--- src/include/imgproc_consts.svh ---
`ifndef IMGPROC_CONSTS_SVH
`define IMGPROC_CONSTS_SVH

// Image geometry and message rate
`define IMAGE_W         640
`define MSG_INTERVAL    6
`define MSG_FIFO_DEPTH  256

// Hue windows in units of 1/1020 of a turn
// Red window wraps through zero
`define HUE_RED_LO      1000
`define HUE_RED_HI      20
`define HUE_GREEN_LO    300
`define HUE_GREEN_HI    380
`define HUE_BLUE_LO     640
`define HUE_BLUE_HI     720

// Shared saturation and value floors
`define SAT_MIN         600
`define VAL_MIN         400

// Host register map
`define ADDR_STATUS     0
`define ADDR_MSG        1
`define ADDR_ID         2

`define IMGPROC_ID      32'h1234EEE2

// Status write bit that empties the message FIFO
`define FLUSH_BIT       4

`endif

--- src/hdl/pixel_pkg.sv ---
package pixel_pkg;

	typedef logic [7:0] channel_t;

	typedef struct packed {
		channel_t red;
		channel_t green;
		channel_t blue;
	} pixel_t;

	// One beat of the video stream
	typedef struct packed {
		pixel_t pixel;
		logic   sop;
		logic   eop;
	} stream_beat_t;

	typedef logic [9:0]  hue_t;
	typedef logic [10:0] sat_t;
	typedef logic [9:0]  val_t;
	typedef logic [10:0] coord_t;

	typedef struct packed {
		coord_t x_min;
		coord_t x_max;
	} extent_t;

	typedef enum logic [1:0] {
		colour_red   = 2'd0,
		colour_green = 2'd1,
		colour_blue  = 2'd2
	} colour_e;

endpackage

--- src/hdl/scan_counter.sv ---
`timescale 1ns/1ps
`include "imgproc_consts.svh"

module scan_counter
	import pixel_pkg::*;
#(
	parameter int image_w      = `IMAGE_W,
	parameter int msg_interval = `MSG_INTERVAL
) (
	input  logic         clk,
	input  logic         reset_n,
	input  stream_beat_t beat,
	input  logic         beat_valid,
	output coord_t       x,
	output logic         pixel_beat,
	output logic         frame_end,
	output logic         msg_due
);

	logic       video_q;
	logic [7:0] frames_left_q;

	// Pixels of video packets only, the header is not a pixel
	assign pixel_beat = beat_valid & ~beat.sop & video_q;
	assign frame_end  = pixel_beat & beat.eop;
	assign msg_due    = frame_end & (frames_left_q == 8'd0);

	always_ff @(posedge clk) begin
		if (!reset_n) begin
			x             <= '0;
			video_q       <= 1'b0;
			frames_left_q <= 8'(msg_interval - 1);
		end else begin
			if (beat_valid && beat.sop) begin
				x       <= '0;
				// Video packets carry a zero low nibble in the header
				video_q <= beat.pixel.blue[3:0] == 4'd0;
			end else if (pixel_beat) begin
				x <= (x == coord_t'(image_w - 1)) ? '0 : x + 1'b1;
			end
			if (frame_end) begin
				frames_left_q <= msg_due ? 8'(msg_interval - 1) : frames_left_q - 1'b1;
			end
		end
	end

endmodule

--- config.mk ---
export PLATFORM = sky130hd
export DESIGN_NAME = scan_counter
export DESIGN_NICKNAME = d
export VERILOG_FILES = /design/src/hdl/pixel_pkg.sv /design/src/hdl/scan_counter.sv
export VERILOG_INCLUDE_DIRS = /design/src /design/src/include
export SDC_FILE = /design/constraint.sdc
export NUM_CORES = 1
export LEC_CHECK = 0
export BUFFER_PORTS_ARGS = -buffer_cell sky130_fd_sc_hd__buf_4
export CAP_MARGIN = 20
export CELL_PAD_IN_SITES_DETAIL_PLACEMENT = 2
export CELL_PAD_IN_SITES_GLOBAL_PLACEMENT = 2
export CORE_ASPECT_RATIO = 1.2
export CORE_MARGIN = 8
export CORE_UTILIZATION = 27
export CTS_CLUSTER_SIZE = 24
export DETAILED_ROUTE_END_ITERATION = 10
export PLACE_DENSITY = 0.89
export SLEW_MARGIN = 20
export SYNTH_ARGS = -nofsm -noshare
export SYNTH_HDL_FRONTEND = slang
export SYNTH_SLANG_ARGS = --single-unit
export TNS_END_PERCENT = 30
--- constraint.sdc ---
create_clock -name clk -period 3.2 [get_ports clk]
set_input_delay 0.32 -clock clk [delete_from_list [all_inputs] [get_ports clk]]
set_output_delay 0.32 -clock clk [all_outputs]
set_load 0.01 [all_outputs]
-- After elaboration in Yosys (flattened, before gate mapping)
Cells that the tools add are included.
- bits in registers: 20
- input bits: 29
- add/sub/neg operators: 2
- equal/unequal tests: 1
- multiplexer cells: 2
- bitwise gates (word level): 6
- reduce and logical (&&, ||, !) cells: 4
- operator list (kind ; number):
    $add A11 B1 Y11 const B ; 1
    $eq A11 B10 Y1 const B ; 1
    $mux W11 ; 1
    $logic_not A8 Y1 ; 1
    $mux W8 ; 1
    $sub A8 B1 Y8 const B ; 1
    $and A1 B1 Y1 ; 4
    $logic_not A4 Y1 ; 1
    $not A1 Y1 ; 2
    $reduce_or A2 Y1 ; 1
    $logic_and A1 B1 Y1 ; 1

-- Logic depth before layout (Yosys ltp)
- depth in word-level cells: 6
- gate-level depth with buffers: 5
- depth with buffers taken out: 5

-- Worst setup path before layout
OpenSTA, ideal clock, no wires.
- path kind: reg-to-output
- start point: register video_q
- end point: output port msg_due
- arrival time: 1.135 ns
- required time: 2.880 ns
- setup slack: 1.745 ns
- stages on the path, launching flop included: 5
- path buffers: 0
- cell sequence: dfxtp_1 -> nand4b_2 -> clkinv_2 -> nand3_4 -> nor3_1
- word-level cells in the longest chain between the ends: 3
- RTL lines (what ; RTL line ; source):
    from (decl) ; scan_counter.sv:20 ; logic video_q;
    from (signal assigned) ; scan_counter.sv:31 ; video_q <= 1'b0;
    from (signal assigned) ; scan_counter.sv:37 ; video_q <= beat.pixel.blue[3:0] == 4'd0;
    $and A1 B1 Y1 ; scan_counter.sv:24 ; assign pixel_beat = beat_valid & ~beat.sop & video_q;
    $and A1 B1 Y1 ; scan_counter.sv:25 ; assign frame_end = pixel_beat & beat.eop;
    named net frame_end ; scan_counter.sv:16 ; output logic frame_end,
    $and A1 B1 Y1 ; scan_counter.sv:26 ; assign msg_due = frame_end & (frames_left_q == 8'd0);
    to (decl) ; scan_counter.sv:17 ; output logic msg_due
The timed path passes the listed nets, and every way through them passes these cells.

-- Final worst setup path
- start point: register video_q
- end point: output port msg_due
- word-level cells in the longest chain between the ends: 3
- RTL lines (what ; RTL line):
    $and A1 B1 Y1 ; scan_counter.sv:24
    $and A1 B1 Y1 ; scan_counter.sv:25
    $and A1 B1 Y1 ; scan_counter.sv:26
Every way passes these cells.

==> impl_metrics.json <==
{
  "nets": 167,
  "via_per_inst": 5.03,
  "min_path_type": "in -> reg",
  "die_area_mm2": 0.00583,
  "power_density_mw_per_mm2": 373,
  "min_period_ns": 1.88,
  "cpMaxStageDelayCell": "dfxtp_1",
  "cp.depth": 5,
  "period_share_pct": 58.8,
  "syn_avg_cell_area_um2": 8.93,
  "totalWireLength_mm": 2.74,
  "finish.instance_area_mm2": 0.00125,
  "cts.path.max_buffers": 2,
  "startpoint_type": "flip-flop",
  "ant_nets": 0,
  "max_slew.worst_pin.slew_ns": 0.597,
  "cap_violations": 0,
  "final_layout_size_suffix_gt1_share_pct": 25.2,
  "ys.flop_type": "dfxtp_1",
  "yosys.area.top_type": "dfxtp_1",
  "dpl-instance-area_mm2": 0.00119,
  "postSynthCellCount": 110,
  "cp-end-kind": "primary output",
  "path_buf_inv": 2,
  "stdcell_count": 174,
  "crit_family": "simple AND/OR/NAND/NOR gates",
  "synth_edf_count": 0,
  "async_reset_ff_share_pct": 0,
  "diodes": 0,
  "synth.distinct_cells": 34,
  "io_pins": 43,
  "core_area_mm2": 0.00357,
  "ctsResizeCount": 0,
  "antenna_found_initial": 0,
  "hold_depth": 2,
  "worstSetupPathType": "reg -> out",
  "crit_chain": "nand4b_2 -> clkinv_2 -> nand3_4 -> nor3_1 -> buf_4",
  "syn2layout_area_growth_pct": 27.0,
  "ys_seq_area_share_pct": 40.8,
  "vdd_ir_drop_max_uv": 104,
  "hold_buffers": 0,
  "rows": 24,
  "grt_usage_pct": 10.4,
  "slew_violations": 0,
  "drt_iter0_markers": 21,
  "synth.area.top_cells": "dfxtp_1 (41%), nor2_1 (6.1%), nand2_1 (5.4%), xor2_1 (5.4%), xnor2_1 (4.5%)",
  "syn_area_um2": 982,
  "cts_inserted_buffers": 3,
  "drc": 0,
  "die_w_um": 71.1,
  "synth_top_area_share_pct": 40.8,
  "grt_pass1_wl_mm": 4.88,
  "rsz0062_at_grt": "no",
  "dp_hpwl_mm": 2.22,
  "setup_viol_count_final": 0,
  "htreeDepth": 1,
  "avgRoutedWirePerCell_um": 15.7,
  "die_h_um": 82.1,
  "initial_utilization_pct": 27.5,
  "post_cts_buffers": 0,
  "ys_seq_elements": 20,
  "hold_viol_final": 0,
  "cts_root_buf": "clkbuf_8",
  "fmax_mhz": 531,
  "dp_cells": 170,
  "cp.required_ns": 2.88,
  "finalHoldWorstSlack_ns": 0.332,
  "slowest_delay_ns": 0.43,
  "yosysWarnings": 0,
  "relSlewSlack_pct": 60.1,
  "cp_data_arrival_time_ns": 1.56,
  "setup_tns_ns": 0,
  "cts_tree": "yes",
  "gp_congestion": 0.747,
  "grt_overflow": 0,
  "n_fill_cell": 404,
  "syn-num-nets": 141,
  "firstDrtPassIters": 4,
  "r2r_cells": 4,
  "p_total_mw": 0.465,
  "clock-sinks": 20,
  "clk_pin_slew_ns": 0.08,
  "cp_max_fo": 6,
  "final_cell_mix": "buf_4 (22), dfxtp_1 (20), nor2_1 (16)",
  "final_common_cell": "buf_4",
  "vias": 876,
  "grt_pass1_vias": 1064,
  "power.leakage_nw": 0.508,
  "port_buffers": 22,
  "grt_max_degree": 12,
  "status": "finished, final reports clean",
  "clk_latency_ns": 0.26,
  "final.setup_skew_ns": 0.00181
}
worst paths after layout:
kind | start | end | slack, ns
setup / recovery | video_q | msg_due | 1.32
hold / removal | reset_n | frames_left_q[2] | 0.33
setup reg to reg | x[6] | x[2] | 1.57
hold reg to reg | x[1] | x[1] | 0.52
worst register-to-register path: stages (launching register included):
cell and delay [ns]:
dfxtp_1 0.44, nor4b_1 0.35, nand2_1 0.10, o21bai_1 0.51, nor2_1 0.11
through the flow:
stage                     worst slack [ns]  utilization, %
after global placement                1.55            33.4
after floorplan                       1.74               -
final                                 1.32            34.9
after global routing                  1.19            34.9
after CTS                             1.26            34.9
after detailed placement              1.47            33.4
layout make-up:
cell class                 count  area [um^2]  area share, %
clock buffer                   4         55.1           4.41
multi-input combinational     85          561           44.9
inverter                       4         17.5           1.40
tap                           39         48.8           3.91
sequential                    20          400           32.1
timing repair buffer          22          165           13.2
per-layer routing:
layer,up-vias,GRT usage [%],part of all wire [%]
li1,441,-,-
met2,15,20.7,55
met5,-,0,0
met3,4,2.32,2.8
met4,0,3.13,0.84
met1,416,10.7,41
power breakdown:
group	total, mW	internal [mW]	switching, mW
Sequential	0.249	0.249	0.000291
Combinational	0.0200	0.00952	0.0105
Clock	0.196	0.110	0.0869
Total	0.465	0.368	0.0977
kinds of logic (layout without fill, tap and decap cells):
group,Yosys count,count (layout),synth area share [%]
simple gates,60,60,34.7
flops,20,20,40.8
compound gates,11,11,9.04
xor+xnor,11,11,9.81
buf+inv,5,30,2.17
fa+ha+maj,2,2,2.55
mux,1,1,1.02
cells in the mapped netlist, types with 2 or more instances:
master / number
a21oi_1: 3
and3_1: 2
clkinv_2: 2
dfxtp_1: 20
ha_1: 2
inv_1: 2
nand2_1: 14
nand3_1: 6
nand4_1: 4
nor2_1: 16
nor3_1: 3
nor4_1: 3
o31ai_1: 2
or3_1: 2
xnor2_1: 5
xor2_1: 6
sequential cells by signal, indices dropped and copies added (netlist names):
signal	cells
frames_left_q	8
x	11
video_q	1
Power figures use the tool's default switching activity.
