### src/include/imgproc_consts.svh
`ifndef IMGPROC_CONSTS_SVH
`define IMGPROC_CONSTS_SVH

// Image geometry and message rate
`define IMAGE_W         640
`define MSG_INTERVAL    6
`define MSG_FIFO_DEPTH  256

// Hue windows in units of 1/1020 of a turn
// Red window wraps through zero
`define HUE_RED_LO      1000
`define HUE_RED_HI      20
`define HUE_GREEN_LO    300
`define HUE_GREEN_HI    380
`define HUE_BLUE_LO     640
`define HUE_BLUE_HI     720

// Shared saturation and value floors
`define SAT_MIN         600
`define VAL_MIN         400

// Host register map
`define ADDR_STATUS     0
`define ADDR_MSG        1
`define ADDR_ID         2

`define IMGPROC_ID      32'h1234EEE2

// Status write bit that empties the message FIFO
`define FLUSH_BIT       4

`endif

### src/hdl/pixel_pkg.sv
package pixel_pkg;

	typedef logic [7:0] channel_t;

	typedef struct packed {
		channel_t red;
		channel_t green;
		channel_t blue;
	} pixel_t;

	// One beat of the video stream
	typedef struct packed {
		pixel_t pixel;
		logic   sop;
		logic   eop;
	} stream_beat_t;

	typedef logic [9:0]  hue_t;
	typedef logic [10:0] sat_t;
	typedef logic [9:0]  val_t;
	typedef logic [10:0] coord_t;

	typedef struct packed {
		coord_t x_min;
		coord_t x_max;
	} extent_t;

	typedef enum logic [1:0] {
		colour_red   = 2'd0,
		colour_green = 2'd1,
		colour_blue  = 2'd2
	} colour_e;

endpackage

### src/hdl/stream_reg.sv
`timescale 1ns/1ps

module stream_reg
	import pixel_pkg::*;
(
	input  logic         clk,
	input  logic         reset_n,
	input  stream_beat_t in_beat,
	input  logic         in_valid,
	output logic         in_ready,
	output stream_beat_t out_beat,
	output logic         out_valid,
	input  logic         out_ready
);

	stream_beat_t skid_beat_q;
	logic         skid_valid_q;
	logic         in_fire;
	logic         load_out;

	assign in_fire = in_valid & in_ready;
	// Output stage takes a new beat when empty or when its beat leaves
	assign load_out = ~out_valid | out_ready;

	always_ff @(posedge clk) begin
		if (!reset_n) begin
			out_valid    <= 1'b0;
			skid_valid_q <= 1'b0;
			in_ready     <= 1'b0;
		end else if (load_out) begin
			out_valid    <= skid_valid_q | in_fire;
			skid_valid_q <= 1'b0;
			in_ready     <= 1'b1;
		end else if (in_fire) begin
			// Output stalled, park the beat in the skid entry
			skid_valid_q <= 1'b1;
			in_ready     <= 1'b0;
		end else begin
			in_ready <= ~skid_valid_q;
		end
	end

	always_ff @(posedge clk) begin
		if (load_out) begin
			out_beat <= skid_valid_q ? skid_beat_q : in_beat;
		end else if (in_fire) begin
			skid_beat_q <= in_beat;
		end
	end

endmodule

### config.mk
export PLATFORM = sky130hd
export DESIGN_NAME = stream_reg
export DESIGN_NICKNAME = d
export VERILOG_FILES = /design/src/include/imgproc_consts.svh /design/src/hdl/pixel_pkg.sv /design/src/hdl/stream_reg.sv
export SDC_FILE = /design/constraint.sdc
export NUM_CORES = 1
export LEC_CHECK = 0
export CORE_ASPECT_RATIO = 1.25
export CORE_MARGIN = 5
export CORE_UTILIZATION = 65
export CTS_CLUSTER_SIZE = 14
export DETAILED_ROUTE_END_ITERATION = 6
export DONT_BUFFER_PORTS = 1
export PLACE_DENSITY = 0.81
export SLEW_MARGIN = 5
export SYNTH_ARGS = -nofsm -noshare
export SYNTH_HDL_FRONTEND = slang
export SYNTH_SLANG_ARGS = --single-unit
### constraint.sdc
create_clock -name clk -period 8.2 [get_ports clk]
set_input_delay 2.05 -clock clk [delete_from_list [all_inputs] [get_ports clk]]
set_output_delay 2.05 -clock clk [all_outputs]
set_load 0.005 [all_outputs]
Yosys cells after proc, flatten, opt, wreduce, memory -nomap -nowiden --
Cells that the tools add are included.
Storage, ports and cells: bits in registers 55, bits in latches 0, memory bits (writable) 0, ROM bits 0, output and inout port bits 28, memories kept 0
Operators by class: $add $sub $neg 0, multiply operators 0, divide/modulo/power cells 0, $lt $le $gt $ge 0, eq/ne operators 0, shift operators 0, multiplexer cells 3, bitwise operators 7, reductions and logical operators 2
Operator list (number):
- $mux 26 | 1
- $not 1->1 | 4
- $mux 1 | 2
- $or 1x1->1 | 2
- $reduce_and 2->1 | 1
- $reduce_or 2->1 | 1
- $and 1x1->1 | 1

Depth between registers and ports, before layout --
word-level depth 4, depth in mapped cells 4, gate-level depth less buffers 2

Worst setup path before layout --
OpenSTA, ideal clock, no wires.
path kind input port to flip-flop, start point input out_ready, end point register skid_beat_q[0] in the netlist's numbering (enable), library setup time 409 ps, arrival 4000 ps, data required time 7791 ps, setup slack 3791 ps, cell stages on the path 2, path buffers 0, path through nand2b_1 > nor2_1
Between the ends: word-level cells in the longest chain between the ends 3
RTL lines:
- from (decl) | RTL line stream_reg.sv:13 | input logic out_ready
- $or 1x1->1 | RTL line stream_reg.sv:23 | assign load_out = ~out_valid | out_ready;
- $not 1->1 (no line)
- $reduce_and 2->1 (no line)
- to (signal assigned) | RTL line stream_reg.sv:47 | skid_beat_q <= in_beat;
- to (decl) | RTL line stream_reg.sv:16 | stream_beat_t skid_beat_q;
Every way passes these cells. A chain may end at the register's enable or synchronous reset.

Worst setup path after layout --
start point input out_ready, end point register skid_beat_q[9] in the netlist's numbering (enable)
The elaborated chain is that of the path after synthesis.

==> flow_metrics.py <==
metrics = {
    "place": {
        "detailed_place_hpwl_um": 2050,
        "place.gp.congestion": 0.700,
        "io_buffer_count": 0,
        "place_ws_ns": 4.88,
    },
    "cts": {
        "clock_sinks": 55,
        "cts_inserted_buffers": 5,
        "cts_buffer_depth": 2,
        "worstSkewPairLatency_ns": 0.29,
        "clk_pin_slew_ns": 0.08,
        "htreeDepth": 2,
        "cts_tree": "yes",
        "ctsResizeCount": 0,
        "post-cts-setup-buffers": 0,
        "hold_buffers": 0,
        "root_buffer": "clkbuf_8",
    },
    "setup_path": {
        "cp-start-kind": "input port",
        "cpMaxStageDelayCell": "nor2_2",
        "critPathCaptureType": "flop",
        "crit_buf_inv": 1,
        "required_ns": 8.20,
        "worst-path-max-fanout": 15,
        "worstPathArrival_ns": 2.99,
        "crit_path_start": "out_ready",
        "reg2reg_slack_ns": 6.60,
        "cp.depth": 3,
        "critPathKind": "in2reg",
        "r2r_end": "skid_beat_q[9]$_DFFE_PP_",
        "rr_worst_depth": 3,
        "slowest_delay_ns": 0.46,
        "r2r_start": "in_ready$_SDFF_PN0_",
        "crit_chain": "nand2b_1, nor2_2, buf_4",
        "endpoint": "skid_beat_q[9]$_DFFE_PP_",
        "crit_family": "simple AND/OR/NAND/NOR gates",
    },
    "final_layout": {
        "nets": 127,
        "num_antenna_cells": 0,
        "multi_input_area_um2": 424,
        "drive_gt1_share_pct": 39.2,
        "area_growth_pct": 4.36,
        "final-seq-area_um2": 1620,
        "fillers": 204,
    },
    "synth": {
        "yosysSeqAreaShare_pct": 77.4,
        "synthCells": 91,
        "syn-num-nets": 121,
        "synth_seq_cells": 55,
        "syn_area_um2": 2090,
        "synth_mux_area_share_pct": 17.4,
        "yosys_warnings": 0,
        "synth_xor_area_share_pct": 0,
        "synth-simple-area-share_pct": 1.25,
        "synth_top_flop_cell": "edfxtp_1",
        "synth_cell_types": 13,
        "synth_most_common_cell": "edfxtp_1",
        "synth-edff-count": 52,
        "synth_common_cells": "edfxtp_1, mux2_4, mux2_2",
        "synthAdderAreaFrac_pct": 0,
        "synthArstFlopShare_pct": 0,
        "synth_top_family_by_area": "multiplexers",
        "synth_compound_area_share_pct": 1.49,
        "postSynthAreaPerCell_um2": 23.0,
        "yosys.area.top_type": "edfxtp_1",
        "synth_top_area_share_pct": 74.6,
        "synthTopCellsByArea": "edfxtp_1, mux2_4, mux2_2",
    },
    "timing": {
        "worst_slew_pin_slew_ns": 0.820,
        "slew_viol_final": 0,
        "setup_viol": 0,
        "rsz0062_at_grt": "false",
        "tns_ns": 0,
        "fin_crit_ns": 2.99,
        "fmax_ghz": 0.334,
        "slew_headroom_pct": 45.3,
        "fin_crit_sh_pct": 36.5,
        "clock_skew_ns": 0.00161,
        "fin_ws_ns": 5.21,
        "hold_violations": 0,
    },
    "power_and_ir_drop": {
        "irDropWorstVdd_uv": 133,
        "power_density_nw_per_um2": 216,
        "total_leakage_power_nw": 0.751,
    },
    "detailed_routing": {
        "wl_um": 2800,
        "viasPerCell": 5.85,
        "initialDrtViolationCount": 22,
        "routedWlPerCell_um": 20.9,
        "firstDrtPassIters": 3,
        "drc_errors": 0,
        "ant_nets": 0,
        "vias": 784,
    },
    "global_routing": {
        "grt_pass1_wl_um": 4390,
        "grt.overflow.total": 0,
        "antenna_found_initial": 0,
        "first_global_vias": 884,
        "track_usage_pct": 14.2,
        "grt_max_degree": 30,
    },
    "run": {
        "drv_cap": 0,
    },
    "floorplanning": {
        "num_rows": 23,
        "io_pins": 58,
        "chipWidth_um": 60.8,
        "start_util_pct": 66.2,
        "core_um2": 3170,
        "die-area_um2": 4460,
        "dieHeight_um": 73.5,
    },
    "run_status": {
        "status": "finished, final reports clean",
    },
    "min_path": {
        "hp-class": "reg2reg",
    },
}
[cells in the final DEF (no fill, tap or decap), types with 2 or more instances in the layout]
cell type	instances
mux2_4	19
buf_4	2
mux2_2	7
edfxtp_1	52
dfxtp_1	2
clkbuf_8	5
[state kept, by name, indices dropped and copies added (netlist names)]
| signal | flops |
|---|---|
| skid_valid_q | 1 |
| out_valid | 1 |
| out_beat | 26 |
| skid_beat_q | 26 |
| in_ready | 1 |
[routing by layer]
| metal | up-vias | global-route usage [%] | routed length (µm) |
|---|---|---|---|
| met5 | - | 0 | 0 |
| met4 | 0 | 6.51 | 44 |
| met3 | 6 | 9.31 | 344 |
| met2 | 37 | 21.9 | 1440 |
| met1 | 376 | 14.8 | 975 |
| li1 | 365 | - | - |
[report_power, final]
part           internal, W  switching [W]
sequential        0.000319     0.00000602
clock            0.0000569      0.0000749
combinational   0.00000935     0.00000489
total             0.000385      0.0000858
[cells by family after synthesis]
family	count (synthesis)
flip-flops	55
multiplexers	26
AND/OR/NAND/NOR	4
buffers and inverters	3
AO/OA/AOI/OAI	3
[stage by stage]
step                      instance area [µm²]  instances  total power (W)  util [%]  hold slack (ns)
final                                    2190        134         0.000471      69.1            0.554
after global routing                     2190        134         0.000491      69.1            0.570
after CTS                                2190        134         0.000476      69.1            0.555
after detailed placement                 2110        127         0.000346      66.6            0.535
after global placement                   2110        127         0.000345      66.6            0.529
after floorplan                          2090         91         0.000343         -            0.523
[how the worst min path moves through the flow]
| stage | startpoint | endpoint | slack, ns | cells past startpoint |
|---|---|---|---|---|
| 3_3_place_gp | skid_beat_q[14]$_DFFE_PP_ | out_beat[14]$_DFFE_PP_ | 0.53 | 1 |
| 2_1_floorplan | skid_beat_q[0]$_DFFE_PP_ | out_beat[0]$_DFFE_PP_ | 0.52 | 1 |
| 6_report | skid_beat_q[19]$_DFFE_PP_ | out_beat[19]$_DFFE_PP_ | 0.55 | 1 |
| 4_1_cts | skid_beat_q[19]$_DFFE_PP_ | out_beat[19]$_DFFE_PP_ | 0.55 | 1 |
| 3_5_place_dp | skid_beat_q[19]$_DFFE_PP_ | out_beat[19]$_DFFE_PP_ | 0.53 | 1 |
| 5_1_grt | skid_beat_q[9]$_DFFE_PP_ | out_beat[9]$_DFFE_PP_ | 0.57 | 1 |
[layout make-up]
class | instances | area share, %
flip-flops and latches | 55 | 74.2
multi-input cells | 33 | 19.4
clock buffers | 5 | 3.15
well taps | 37 | 2.12
repair buffers | 2 | 0.687
clock inverters | 2 | 0.401
(Power assumes the default switching activity.)
