## src/include/imgproc_consts.svh

```systemverilog
`ifndef IMGPROC_CONSTS_SVH
`define IMGPROC_CONSTS_SVH

// Image geometry and message rate
`define IMAGE_W         640
`define MSG_INTERVAL    6
`define MSG_FIFO_DEPTH  256

// Hue windows in units of 1/1020 of a turn
// Red window wraps through zero
`define HUE_RED_LO      1000
`define HUE_RED_HI      20
`define HUE_GREEN_LO    300
`define HUE_GREEN_HI    380
`define HUE_BLUE_LO     640
`define HUE_BLUE_HI     720

// Shared saturation and value floors
`define SAT_MIN         600
`define VAL_MIN         400

// Host register map
`define ADDR_STATUS     0
`define ADDR_MSG        1
`define ADDR_ID         2

`define IMGPROC_ID      32'h1234EEE2

// Status write bit that empties the message FIFO
`define FLUSH_BIT       4

`endif

```

## src/hdl/pixel_pkg.sv

```systemverilog
package pixel_pkg;

	typedef logic [7:0] channel_t;

	typedef struct packed {
		channel_t red;
		channel_t green;
		channel_t blue;
	} pixel_t;

	// One beat of the video stream
	typedef struct packed {
		pixel_t pixel;
		logic   sop;
		logic   eop;
	} stream_beat_t;

	typedef logic [9:0]  hue_t;
	typedef logic [10:0] sat_t;
	typedef logic [9:0]  val_t;
	typedef logic [10:0] coord_t;

	typedef struct packed {
		coord_t x_min;
		coord_t x_max;
	} extent_t;

	typedef enum logic [1:0] {
		colour_red   = 2'd0,
		colour_green = 2'd1,
		colour_blue  = 2'd2
	} colour_e;

endpackage

```

## src/hdl/host_pkg.sv

```systemverilog
package host_pkg;
	import pixel_pkg::*;

	typedef logic [31:0] word_t;
	typedef logic [1:0]  reg_addr_t;

	typedef struct packed {
		logic      chipselect;
		logic      read;
		logic      write;
		reg_addr_t address;
		word_t     writedata;
	} host_req_t;

	typedef logic [8:0] fifo_level_t;

	// Tag 1 is red, 2 is green, 3 is blue
	typedef struct packed {
		logic [4:0] tag;
		coord_t     x_min;
		logic [4:0] pad;
		coord_t     x_max;
	} msg_word_t;

	typedef enum logic [1:0] {
		msg_idle,
		msg_send_red,
		msg_send_green,
		msg_send_blue
	} msg_state_e;

endpackage

```

## src/hdl/msg_writer.sv

```systemverilog
`timescale 1ns/1ps
`include "imgproc_consts.svh"

module msg_writer
	import pixel_pkg::*, host_pkg::*;
(
	input  logic          clk,
	input  logic          reset_n,
	input  logic          msg_due,
	input  fifo_level_t   fifo_level,
	input  extent_t [2:0] extents,
	output logic          wr_en,
	output msg_word_t     wr_word
);

	msg_state_e state_q;
	msg_state_e state_next;
	colour_e    colour;
	logic [4:0] tag;
	logic       room;

	// A burst needs three free words
	assign room = fifo_level < fifo_level_t'(`MSG_FIFO_DEPTH - 3);

	always_comb begin
		state_next = state_q;
		case (state_q)
			msg_idle:       state_next = (msg_due && room) ? msg_send_red : msg_idle;
			msg_send_red:   state_next = msg_send_green;
			msg_send_green: state_next = msg_send_blue;
			default:        state_next = msg_idle;
		endcase
	end

	always_ff @(posedge clk) begin
		if (!reset_n) begin
			state_q <= msg_idle;
		end else begin
			state_q <= state_next;
		end
	end

	// Colour and tag of the word sent in this state
	always_comb begin
		wr_en  = 1'b1;
		colour = colour_red;
		tag    = 5'd1;
		case (state_q)
			msg_send_green: begin
				colour = colour_green;
				tag    = 5'd2;
			end
			msg_send_blue: begin
				colour = colour_blue;
				tag    = 5'd3;
			end
			msg_send_red: begin
				colour = colour_red;
			end
			default: wr_en = 1'b0;
		endcase
	end

	assign wr_word = wr_en ? '{tag: tag, x_min: extents[colour].x_min, pad: 5'd0,
		x_max: extents[colour].x_max} : '0;

endmodule

```

## config.mk

```make
export PLATFORM = sky130hd
export DESIGN_NAME = msg_writer
export DESIGN_NICKNAME = d
export VERILOG_FILES = /design/src/hdl/pixel_pkg.sv /design/src/hdl/host_pkg.sv /design/src/hdl/msg_writer.sv
export VERILOG_INCLUDE_DIRS = /design/src /design/src/include
export SDC_FILE = /design/constraint.sdc
export NUM_CORES = 1
export LEC_CHECK = 0
export BUFFER_PORTS_ARGS = -buffer_cell sky130_fd_sc_hd__buf_4
export CORE_ASPECT_RATIO = 0.6
export CORE_MARGIN = 3
export CORE_UTILIZATION = 36
export CTS_BUF_LIST = sky130_fd_sc_hd__clkbuf_8
export DETAILED_ROUTE_END_ITERATION = 8
export PLACE_DENSITY = 0.88
export SLEW_MARGIN = 0
export SYNTH_ARGS = -nofsm -noshare
export SYNTH_HDL_FRONTEND = slang
export SYNTH_SLANG_ARGS = --single-unit
```

## constraint.sdc

```tcl
create_clock -name clk -period 2.5 [get_ports clk]
set_clock_uncertainty 0.1 [all_clocks]
set_input_delay 0.5 -clock clk [delete_from_list [all_inputs] [get_ports clk]]
set_output_delay 0.5 -clock clk [all_outputs]
set_load 0.01 [all_outputs]
```

# --- After elaboration in Yosys (flattened, before gate mapping) ---
# Index checks and enable logic that the tools add are counted.
word_totals:
  output_inout_bits: 33
  reg_bits: 2
  inputBits: 78
  wordCells: 17
classes:
  order_cmp: 2
  mux: 8
  n_reduce_logical: 3
  n_eq_ne: 3
ops:
  columns: ["operator", "count"]
  rows:
  - ["$bmux W22 S2", 1]
  - ["$mux W32", 1]
  - ["$mux W22", 1]
  - ["$lt A9 B8 Y1 const B", 1]
  - ["$pmux W2 S2", 2]
  - ["$pmux W2 S3", 1]
  - ["$eq A2 B2 Y1 const B", 2]
  - ["$lt A2 B3 Y1 const B", 1]
  - ["$reduce_or A3 Y1", 1]
  - ["$eq A2 B1 Y1 const B", 1]
  - ["$logic_not A2 Y1", 1]
  - ["$mux W1", 2]
  - ["$logic_and A1 B1 Y1", 1]

# --- Depth between registers and ports, before layout ---
depth:
  depth_word: 5
  mapped_depth: 6

# --- Least setup slack after synthesis ---
# Ideal clock, no wire load.
synth_timing:
  path_type: "reg2out"
  from: "register state_q[1]"
  to: "output port wr_word[3] in the netlist's numbering"
  path_buffers: 2
  stages_incl_launch_ff: 7
  required_time_ns: 1.900
  arrival_ns: 1.320
  slack_ns: 0.580
  path_cell_list: "dfxtp_1 -> ha_1 -> buf_6 -> buf_12 -> mux2i_1 -> or2_0 -> a21oi_1"
synth_rtl:
  columns: ["item", "line_no", "text"]
  rows:
  - ["from (decl)", "msg_writer.sv:16", "msg_state_e state_q;"]
  - ["from (signal assigned)", "msg_writer.sv:37", "state_q <= msg_idle;"]
  - ["from (signal assigned)", "msg_writer.sv:39", "state_q <= state_next;"]
  - ["to (decl)", "msg_writer.sv:13", "output msg_word_t wr_word"]

==> reports/qor.yml <==
status: "complete, no violations"
reg2reg_slack_ps: 1350
multi_input_area_um2: 720.7
dp_hpwl_mm: 2.500
cp-start-kind: "register"
hold_path_class: "in -> reg"
clock-root-buffer: "clkbuf_8"
viasPerCell: 4.658
critPathMaxFanout: 8
ys_top_cells_by_count: "22 x mux2i_1, 22 x nand2_1, 21 x a21oi_1, 18 x or2_0, 11 x buf_4"
largest_reg_flops: 2
placement.io_buffers: 102
worstSetupPathType: "reg -> out"
cpMaxStageDelayCell: "dfxtp_1"
rr_endpoint: "state_q[1]"
drc_errors: 0
drt_iter0_markers: 23
met2_usage_pct: 31.41
final_nets: 316
cts_buffer_depth: 2
critPathMaxStageDelay_ps: 430
crit_top_cell: "buf_4"
largest_register: "state_q"
synth.top_cell.area_share_pct: 24.62
fin_util_pct: 73.49
path_cells: "ha_1 -> buf_4 -> mux2i_1 -> or2_2 -> a21oi_1 -> buf_4"
cp-endpoint: "wr_word[1]"
synth_top_area_cell: "mux2i_1"
overflow: 0
dieArea_um2: 3139
syn_area_um2: 894.6
hold_viol: 0
wire_per_inst_um: 11.46
antenna_found_initial: 0
synth.avg_cell_area_um2: 6.882
finalCritPeriodShare_pct: 93.76
ioPinCount: 111
synthCells: 130
grt_max_degree: 26
p_leak_nw: 0.8082
end_kind: "output pin"
power_density_nw_per_um2: 366.9
fill_cells: 189
period_minus_slack_ps: 2344
maxCapViolations: 0
num_rows: 13
max_clock_freq_ghz: 0.4266
syn2layout_area_growth_pct: 85.73
final-setup-viol-count: 0
wl_mm: 2.980
num_antenna_cells: 0
gp_congestion: 0.7352
cts_sinks: 2
synth_edf_count: 0
synth_cell_type_count: 21
largest_registers: "state_q x2"
fin_tns_setup_ps: 0
cp_data_required_time_ps: 1900
r2r_start: "state_q[1]"
irDropWorstVdd_uv: 240.0
cts_made_buffers: 3
ys_async_sr_fraction_pct: 0
start_util_pct: 39.57
worstHoldStart: "reset_n"
met3_usage_pct: 8.390
hold_buffers: 0
die_h_um: 44.62
ys_top_cells_by_area: "mux2i_1 25%, or2_0 13%, a21oi_1 12%, buf_4 9.2%, nand2_1 9.2%"
ant_nets: 0
grt_use_total_pct: 18.18
rsz0062_at_grt: "false"
cts.clk_slew.worst_paths_ps: 30
dr.pass1.iters: 4
drive_gt1_share_pct: 50.00
grt_first_pass_wirelength_mm: 4.595
place_area_um2: 1620
grt_pass1_vias: 1094
worstSkewPairLatency_ps: 220
post-cts-setup-buffer-count: 0
fin_area_um2: 1662
critPathLaunch: "state_q[1]"
post_cts_resized: 0
grt_busiest_layer: "met2"
use_met1_pct: 20.72
htree_num_levels: 1
core_region_area_um2: 2261
ys_ff_latch: 2
drv_slew: 0
worst_ep_arrival_time_ps: 1740
die_w_um: 70.36
yosys_warnings: 0
ys_seq_area_share_pct: 4.476
r2r_cells: 3
ys.flop_type: "dfxtp_1"
cts_tree: "done"
seqCellArea_um2: 40.04
num_vias: 1211
per-layer routing:
| metal | wire length [µm] | part of all wire [%] |
|---|---|---|
| met3 | 413 | 14 |
| met5 | 0 | 0 |
| met1 | 1129 | 38 |
| met2 | 1437 | 48 |
| met4 | 0 | 0 |
per-stage QoR:
step	setup slack [ps]	hold slack, ps	cells	power [mW]
3_3_place_gp	410.4	459.3	257	0.4779
3_5_place_dp	386.0	473.7	257	0.4825
2_1_floorplan	580.4	426.0	137	0.2735
5_1_grt	26.69	418.5	260	0.6657
6_report	155.9	422.4	260	0.6096
4_1_cts	162.0	421.4	260	0.6161
placed cells by master (no fill, tap or decap):
master / Yosys / layout
or2_2: 3 / 3
inv_1: 3 / 3
or2_0: 18 / 18
conb_1: 1 / 8
nor2_1: 6 / 6
clkbuf_8: 0 / 3
nand3_1: 1 / 1
dfxtp_1: 2 / 2
o22a_1: 1 / 1
and2_1: 1 / 1
nand4_1: 2 / 2
and2b_2: 1 / 1
a21oi_1: 21 / 21
nand2_1: 22 / 22
mux2i_1: 22 / 22
ha_1: 6 / 6
o21ai_0: 1 / 1
o211ai_1: 1 / 1
buf_4: 11 / 108
power breakdown:
group / switching, mW / internal, mW
Sequential: 0.00678 / 0.0373
Combinational: 0.200 / 0.236
Clock: 0.0282 / 0.102
Total: 0.235 / 0.375
worst max-delay path: cells and delay by family (launching register included):
family | cells | cell delay (ps)
multiplexers | 1 | 80
buffers and inverters | 2 | 350
AO/OA/AOI/OAI | 1 | 140
AND/OR/NAND/NOR | 1 | 270
flip-flops | 1 | 430
adder cells (fa/ha/maj) | 1 | 250
logic make-up (layout without fill, tap and decap cells):
kind of cell,after synthesis,in the layout,synth area share [%]
DFF,2,2,4.476
muxes,22,22,24.62
AOI/OAI and AO/OA,24,24,14.13
and+or+nand+nor,54,54,30.07
other,1,8,0.4192
adders and majority gates,6,6,8.391
buffers and inverters,21,114,17.90
how the worst min path moves through the flow:
stage	to	slack, ps	depth (start not counted)
after floorplan	state_q[0]	430	2
after global placement	state_q[0]	460	2
after detailed placement	state_q[0]	470	2
after CTS	state_q[1]	420	2
after global routing	state_q[1]	420	2
final	state_q[1]	420	2
layout make-up:
class	count	share of cell area, %
multi-input cells	114	43.37
repair buffers	108	48.80
well taps	30	2.259
flip-flops and latches	2	2.410
clock buffers	3	2.485
inverters	3	0.6777
Power figures use the tool's default switching activity.
