File: config.mk
export PLATFORM = sky130hd
export DESIGN_NAME = extent_tracker
export DESIGN_NICKNAME = d
export VERILOG_FILES = /design/src/hdl/pixel_pkg.sv /design/src/hdl/extent_tracker.sv
export VERILOG_INCLUDE_DIRS = /design/src /design/src/include
export SDC_FILE = /design/constraint.sdc
export NUM_CORES = 1
export LEC_CHECK = 0
export BUFFER_PORTS_ARGS = -buffer_cell sky130_fd_sc_hd__buf_2
export CAP_MARGIN = 10
export CORE_ASPECT_RATIO = 0.9
export CORE_MARGIN = 3
export CORE_UTILIZATION = 40
export CTS_BUF_LIST = sky130_fd_sc_hd__clkbuf_2
export DETAILED_ROUTE_END_ITERATION = 6
export PLACE_DENSITY_LB_ADDON = 0.25
export SLEW_MARGIN = 20
export SYNTH_ARGS = -nofsm -noshare
export SYNTH_HDL_FRONTEND = slang
export SYNTH_SLANG_ARGS = --single-unit
export TNS_END_PERCENT = 30
File: constraint.sdc
create_clock -name clk -period 2.2 [get_ports clk]
set_input_delay 0.44 -clock clk [delete_from_list [all_inputs] [get_ports clk]]
set_output_delay 0.44 -clock clk [all_outputs]
set_load 0.01 [all_outputs]
File: src/include/imgproc_consts.svh
`ifndef IMGPROC_CONSTS_SVH
`define IMGPROC_CONSTS_SVH

// Image geometry and message rate
`define IMAGE_W         640
`define MSG_INTERVAL    6
`define MSG_FIFO_DEPTH  256

// Hue windows in units of 1/1020 of a turn
// Red window wraps through zero
`define HUE_RED_LO      1000
`define HUE_RED_HI      20
`define HUE_GREEN_LO    300
`define HUE_GREEN_HI    380
`define HUE_BLUE_LO     640
`define HUE_BLUE_HI     720

// Shared saturation and value floors
`define SAT_MIN         600
`define VAL_MIN         400

// Host register map
`define ADDR_STATUS     0
`define ADDR_MSG        1
`define ADDR_ID         2

`define IMGPROC_ID      32'h1234EEE2

// Status write bit that empties the message FIFO
`define FLUSH_BIT       4

`endif

File: src/hdl/pixel_pkg.sv
package pixel_pkg;

	typedef logic [7:0] channel_t;

	typedef struct packed {
		channel_t red;
		channel_t green;
		channel_t blue;
	} pixel_t;

	// One beat of the video stream
	typedef struct packed {
		pixel_t pixel;
		logic   sop;
		logic   eop;
	} stream_beat_t;

	typedef logic [9:0]  hue_t;
	typedef logic [10:0] sat_t;
	typedef logic [9:0]  val_t;
	typedef logic [10:0] coord_t;

	typedef struct packed {
		coord_t x_min;
		coord_t x_max;
	} extent_t;

	typedef enum logic [1:0] {
		colour_red   = 2'd0,
		colour_green = 2'd1,
		colour_blue  = 2'd2
	} colour_e;

endpackage

File: src/hdl/extent_tracker.sv
`timescale 1ns/1ps
`include "imgproc_consts.svh"

module extent_tracker
	import pixel_pkg::*;
#(
	parameter int image_w = `IMAGE_W
) (
	input  logic    clk,
	input  logic    reset_n,
	input  coord_t  x,
	input  logic    hit,
	input  logic    pixel_beat,
	input  logic    frame_end,
	output extent_t extent
);

	localparam coord_t  last_col     = coord_t'(image_w - 1);
	// Inverted extent, reported when the colour never shows up
	localparam extent_t empty_extent = '{x_min: last_col, x_max: coord_t'(0)};

	extent_t run_q;
	extent_t run_next;

	always_comb begin
		run_next = run_q;
		if (pixel_beat && hit) begin
			if (x < run_q.x_min) begin
				run_next.x_min = x;
			end
			if (x > run_q.x_max) begin
				run_next.x_max = x;
			end
		end
	end

	always_ff @(posedge clk) begin
		if (!reset_n) begin
			run_q  <= empty_extent;
			extent <= empty_extent;
		end else if (frame_end) begin
			extent <= run_next;
			run_q  <= empty_extent;
		end else begin
			run_q <= run_next;
		end
	end

endmodule

; Word level (Yosys, flattened, before mapping)
; Cells that the tools add are included.
[op_classes]
magnitude_cmp = 2
mux = 3
bitwise_logic = 1
reduce_logical = 2
[ops]
columns = op, n
row1 = 11-bit 2-to-1 mux, 2
row2 = 22-bit 2-to-1 mux, 1
row3 = 11-bit greater-than comparator, 1
row4 = 11-bit < comparator, 1
row5 = 2-bit OR reduction, 1
row6 = 1-bit logical AND, 1
row7 = 1-bit NOT, 1
[word_totals]
ff_bits = 44
inputBits = 16
output_inout_bits = 22
word_cells = 12

; Longest topological paths before layout
[logic_depth]
word_depth = 3
mapped_depth = 9
ltp_nobuf = 8

; Least setup slack after synthesis
; No wires, ideal clock.
[synth_path]
kind = input-to-reg
from = input port x[8]
to = register extent[18] in the netlist's numbering
setup_ns = 0.132
arrival_ns = 1.971
required_time_ns = 2.068
setup_slack_ns = 0.097
stages = 8
n_path_buf = 1
cell_sequence = ha_1 a21o_1 a21o_1 a211o_1 a21oi_4 buf_6 mux2i_1 a21oi_1
[synth_via]
elab_chain_cells = 3
[synth_lines]
columns = element, line_no
row1 = from (decl), extent_tracker.sv:11  ; input coord_t x,
row2 = 11-bit < comparator, extent_tracker.sv:28  ; if (x < run_q.x_min) begin
row3 = 11-bit 2-to-1 mux, extent_tracker.sv:28
row4 = 22-bit 2-to-1 mux, extent_tracker.sv:27  ; if (pixel_beat && hit) begin
row5 = to (signal assigned), extent_tracker.sv:40  ; extent <= empty_extent;
row6 = to (signal assigned), extent_tracker.sv:42  ; extent <= run_next;
row7 = to (decl), extent_tracker.sv:15  ; output extent_t extent
; Every way passes these cells.
; A chain may end at the register's enable or synchronous reset.

; Worst setup path in the final report
[layout_path]
from = register run_q[4] in the netlist's numbering
to = register extent[8] in the netlist's numbering
[layout_via]
elab_chain_cells = 3
[layout_lines]
columns = element, line_no
row1 = from (decl), extent_tracker.sv:22  ; extent_t run_q;
row2 = from (signal assigned), extent_tracker.sv:39  ; run_q <= empty_extent;
row3 = from (signal assigned), extent_tracker.sv:43  ; run_q <= empty_extent;
row4 = from (signal assigned), extent_tracker.sv:45  ; run_q <= run_next;
row5 = 11-bit greater-than comparator, extent_tracker.sv:31  ; if (x > run_q.x_max) begin
row6 = 11-bit 2-to-1 mux, extent_tracker.sv:31
row7 = 22-bit 2-to-1 mux, extent_tracker.sv:27
; Every way passes these cells.

==> flow_metrics.py <==
metrics = {
    "status": {
        "run_status": "finished, final reports clean",
    },
    "finish": {
        "area_growth_pct": 27.6,
        "final_util_pct": 53.3,
        "fin_nets": 329,
        "num_antenna_cells": 0,
        "fillers": 511,
        "drive_above_1_share_pct": 35.2,
    },
    "power": {
        "seqPwrFrac_pct": 54.0,
        "comb_power_share_pct": 17.6,
        "vdd_drop_max_v": 0.000272,
        "intPower_mw": 1.13,
        "clockPowerShare_pct": 28.4,
        "p_leak_nw": 1.24,
        "switching_share_pct": 26.8,
        "switchingPower_uw": 416,
        "power_mw": 1.55,
        "p_per_area_nw_per_um2": 547,
    },
    "setup_path": {
        "crit_type": "flop to flop",
        "crit_slowest_cell": "dfxtp_2",
        "r2r_cells": 9,
        "cp-start-kind": "flop",
        "worstPathCellList": "inv_2 > ha_4 > nand4_1 > a211oi_2 > a2111oi_4 > nor3_4 > clkbuf_16 > mux2i_1 > a21oi_1",
        "cp_num_cells": 9,
        "r2r_slack_ps": 40,
        "r2r_end": "extent[8]",
        "worstReg2RegStart": "run_q[4]",
        "worstSetupStartpoint": "run_q[4]",
        "required_ps": 2500,
        "max_stage_delay_ps": 400,
        "cp_max_fo": 5,
        "worstSetupEndpoint": "extent[8]",
        "crit_arrival_ps": 2450,
        "crit_family": "compound AO/OA/AOI/OAI gates",
        "end_kind": "flop",
        "critPathBufInv": 2,
    },
    "clocking": {
        "cts_root_buffer": "clkbuf_2",
        "hold_buffers": 0,
        "cts_inserted_buffers": 5,
        "clkSlewWorstSetupHoldPaths_ps": 220,
        "htreeDepth": 2,
        "worstSkewPairLatency_ps": 400,
        "clock_sinks": 44,
        "cts_tree": "yes",
        "clockBufferDepth": 2,
    },
    "placement": {
        "dp_hpwl_um": 3510,
        "place_congestion": 0.765,
        "place_ws_ps": -206,
        "port_buffers": 37,
    },
    "drt": {
        "antenna_left": 0,
        "drc": 0,
        "vias": 1862,
        "wl_per_cell_um": 14.1,
        "totalWireLength_um": 5080,
        "first_pass_iters": 5,
        "viasPerCell": 5.17,
        "drt_iter0_drc": 82,
    },
    "timing": {
        "skew_ps": 15.8,
        "finalSetupViolCount": 0,
        "fmax_ghz": 0.464,
        "slew_viol_final": 0,
        "min_period_over_period_pct": 98.0,
        "slew_headroom_pct": 75.1,
        "hold_viol_final": 0,
        "setup_slack_ps": 43.7,
        "rsz0062_at_grt": "true",
        "tightest_slew_ps": 373,
        "min_period_ps": 2160,
    },
    "logic_synthesis": {
        "netlist.area_leader.share_pct": 39.7,
        "yosys-top-cells-area": "dfxtp_1 (40%), ha_1 (12%), mux2i_1 (6.3%)",
        "syn_nets": 277,
        "synth_warnings": 0,
        "synth_cell_types": 29,
        "ys_seq_elements": 44,
        "synth_seq_area_share_pct": 39.7,
        "yosysTopAreaCell": "dfxtp_1",
        "synth.avg_cell_area_sq_um": 9.25,
        "synth_area_sq_um": 2220,
        "syn_inst": 240,
    },
    "global_routing": {
        "grt_pass1_vias": 1749,
        "grt_pass1_wl_um": 8250,
        "grt_util_all_layers_pct": 15.7,
        "grt-ovfl-total": 0,
        "antenna_found_initial": 0,
        "grt_max_degree": 37,
    },
    "floorplanning": {
        "die_w_um": 84.5,
        "pin_count": 38,
        "rows": 25,
        "core-area_sq_um": 5320,
        "die-area_sq_um": 6480,
        "start_util_pct": 41.8,
        "die_h_um": 76.7,
    },
    "run": {
        "maxCapViolations": 0,
    },
    "hold_path": {
        "min_path_type": "input port to flop",
    },
}
==> per-stage QoR <==
step | cell area [sq um] | hold slack (ps) | cells | setup TNS [ps]
after floorplan | 2220 | 452 | 240 | 0
after global placement | 2590 | 488 | 350 | -3700
after detailed placement | 2590 | 495 | 350 | -4890
after CTS | 2660 | 335 | 358 | 0
after global routing | 2830 | 343 | 360 | -1310
final | 2830 | 390 | 360 | 0
==> layout by cell type (no fill, tap or decap), types with 3 or more instances in the layout <==
master / synthesis / layout
mux2i_4: 0 / 3
mux2i_1: 14 / 9
dfxtp_1: 44 / 35
ha_1: 21 / 16
clkbuf_2: 0 / 5
nand4_1: 4 / 4
and4b_1: 8 / 8
buf_4: 1 / 20
and4_1: 6 / 6
ha_4: 0 / 5
inv_1: 23 / 20
buf_2: 1 / 37
nor2_1: 25 / 25
a211oi_2: 8 / 9
inv_2: 0 / 3
dfxtp_2: 0 / 9
a21oi_1: 26 / 25
o21ai_0: 24 / 23
a21o_1: 3 / 3
nand2_1: 3 / 3
==> metal layers <==
layer  GRT usage (%)  vias to the layer above  wire, um
met2            22.7                       37      2110
met5               0                        -         0
met3            4.83                        5       241
met4            4.27                        0        58
met1            22.4                      856      2670
li1                -                      964         -
==> worst min-delay path by stage <==
stage	slack, ps	to	start	cells after the start
2_1_floorplan	450	run_q[11]	run_q[11]	1
3_3_place_gp	490	run_q[12]	run_q[12]	2
3_5_place_dp	490	run_q[11]	run_q[11]	1
4_1_cts	330	run_q[8]	x[8]	3
5_1_grt	340	run_q[13]	x[2]	4
6_report	390	run_q[16]	x[5]	4
==> synthesized netlist by cell type, drive strengths merged <==
cell type / n
a2111oi: 1
a211o: 2
a211oi: 10
a21o: 4
a21oi: 27
a31oi: 1
and4: 8
and4b: 8
buf: 3
clkbuf: 11
dfxtp: 44
ha: 21
inv: 23
mux2i: 14
nand2: 3
nand2b: 2
nand3: 1
nand3b: 1
nand4: 4
nor2: 25
nor3: 2
o21ai: 24
o21bai: 1
==> state kept, by name, summed over array words and instances, names as in the netlist <==
signal and count:
extent 22, run_q 22
==> worst register-to-register path, stage by stage (launching register included) <==
cell	delay, ps
dfxtp_2	400
inv_2	50
ha_4	260
nand4_1	150
a211oi_2	280
a2111oi_4	110
nor3_4	290
clkbuf_16	220
mux2i_1	220
a21oi_1	90
==> power groups by stage <==
stage,combinational (mW),sequential (mW),clock (mW)
6_report,0.273,0.837,0.441
5_1_grt,0.304,0.842,0.500
4_1_cts,0.240,0.837,0.458
3_5_place_dp,0.238,0.852,0
3_3_place_gp,0.235,0.852,0
2_1_floorplan,0.130,0.861,0
==> logic make-up (layout without fill, tap and decap cells) <==
logic type	Yosys count	after routing	synth area share, %
adders and majority gates	21	21	11.8
and+or+nand+nor	54	54	14.4
DFF	44	44	39.7
buffers and inverters	37	90	6.82
AOI/OAI and AO/OA	70	70	21.0
muxes	14	14	6.31
==> repair_timing <==
action,in CTS,in global routing
cloned,0,1
pin swaps,0,5
setup endpoints to repair,13,23
gates resized for setup,1,30
setup buffers,0,1
==> final cells by class <==
class	count	area (sq um)	share of cell area, %
repair buffers	59	380	13.4
inverters	23	86.3	3.05
clock inverters	3	37.5	1.32
flip-flops and latches	44	892	31.5
well taps	67	83.8	2.96
multi-input cells	159	1330	46.9
clock buffers	5	25.0	0.883
(Power assumes the default switching activity.)
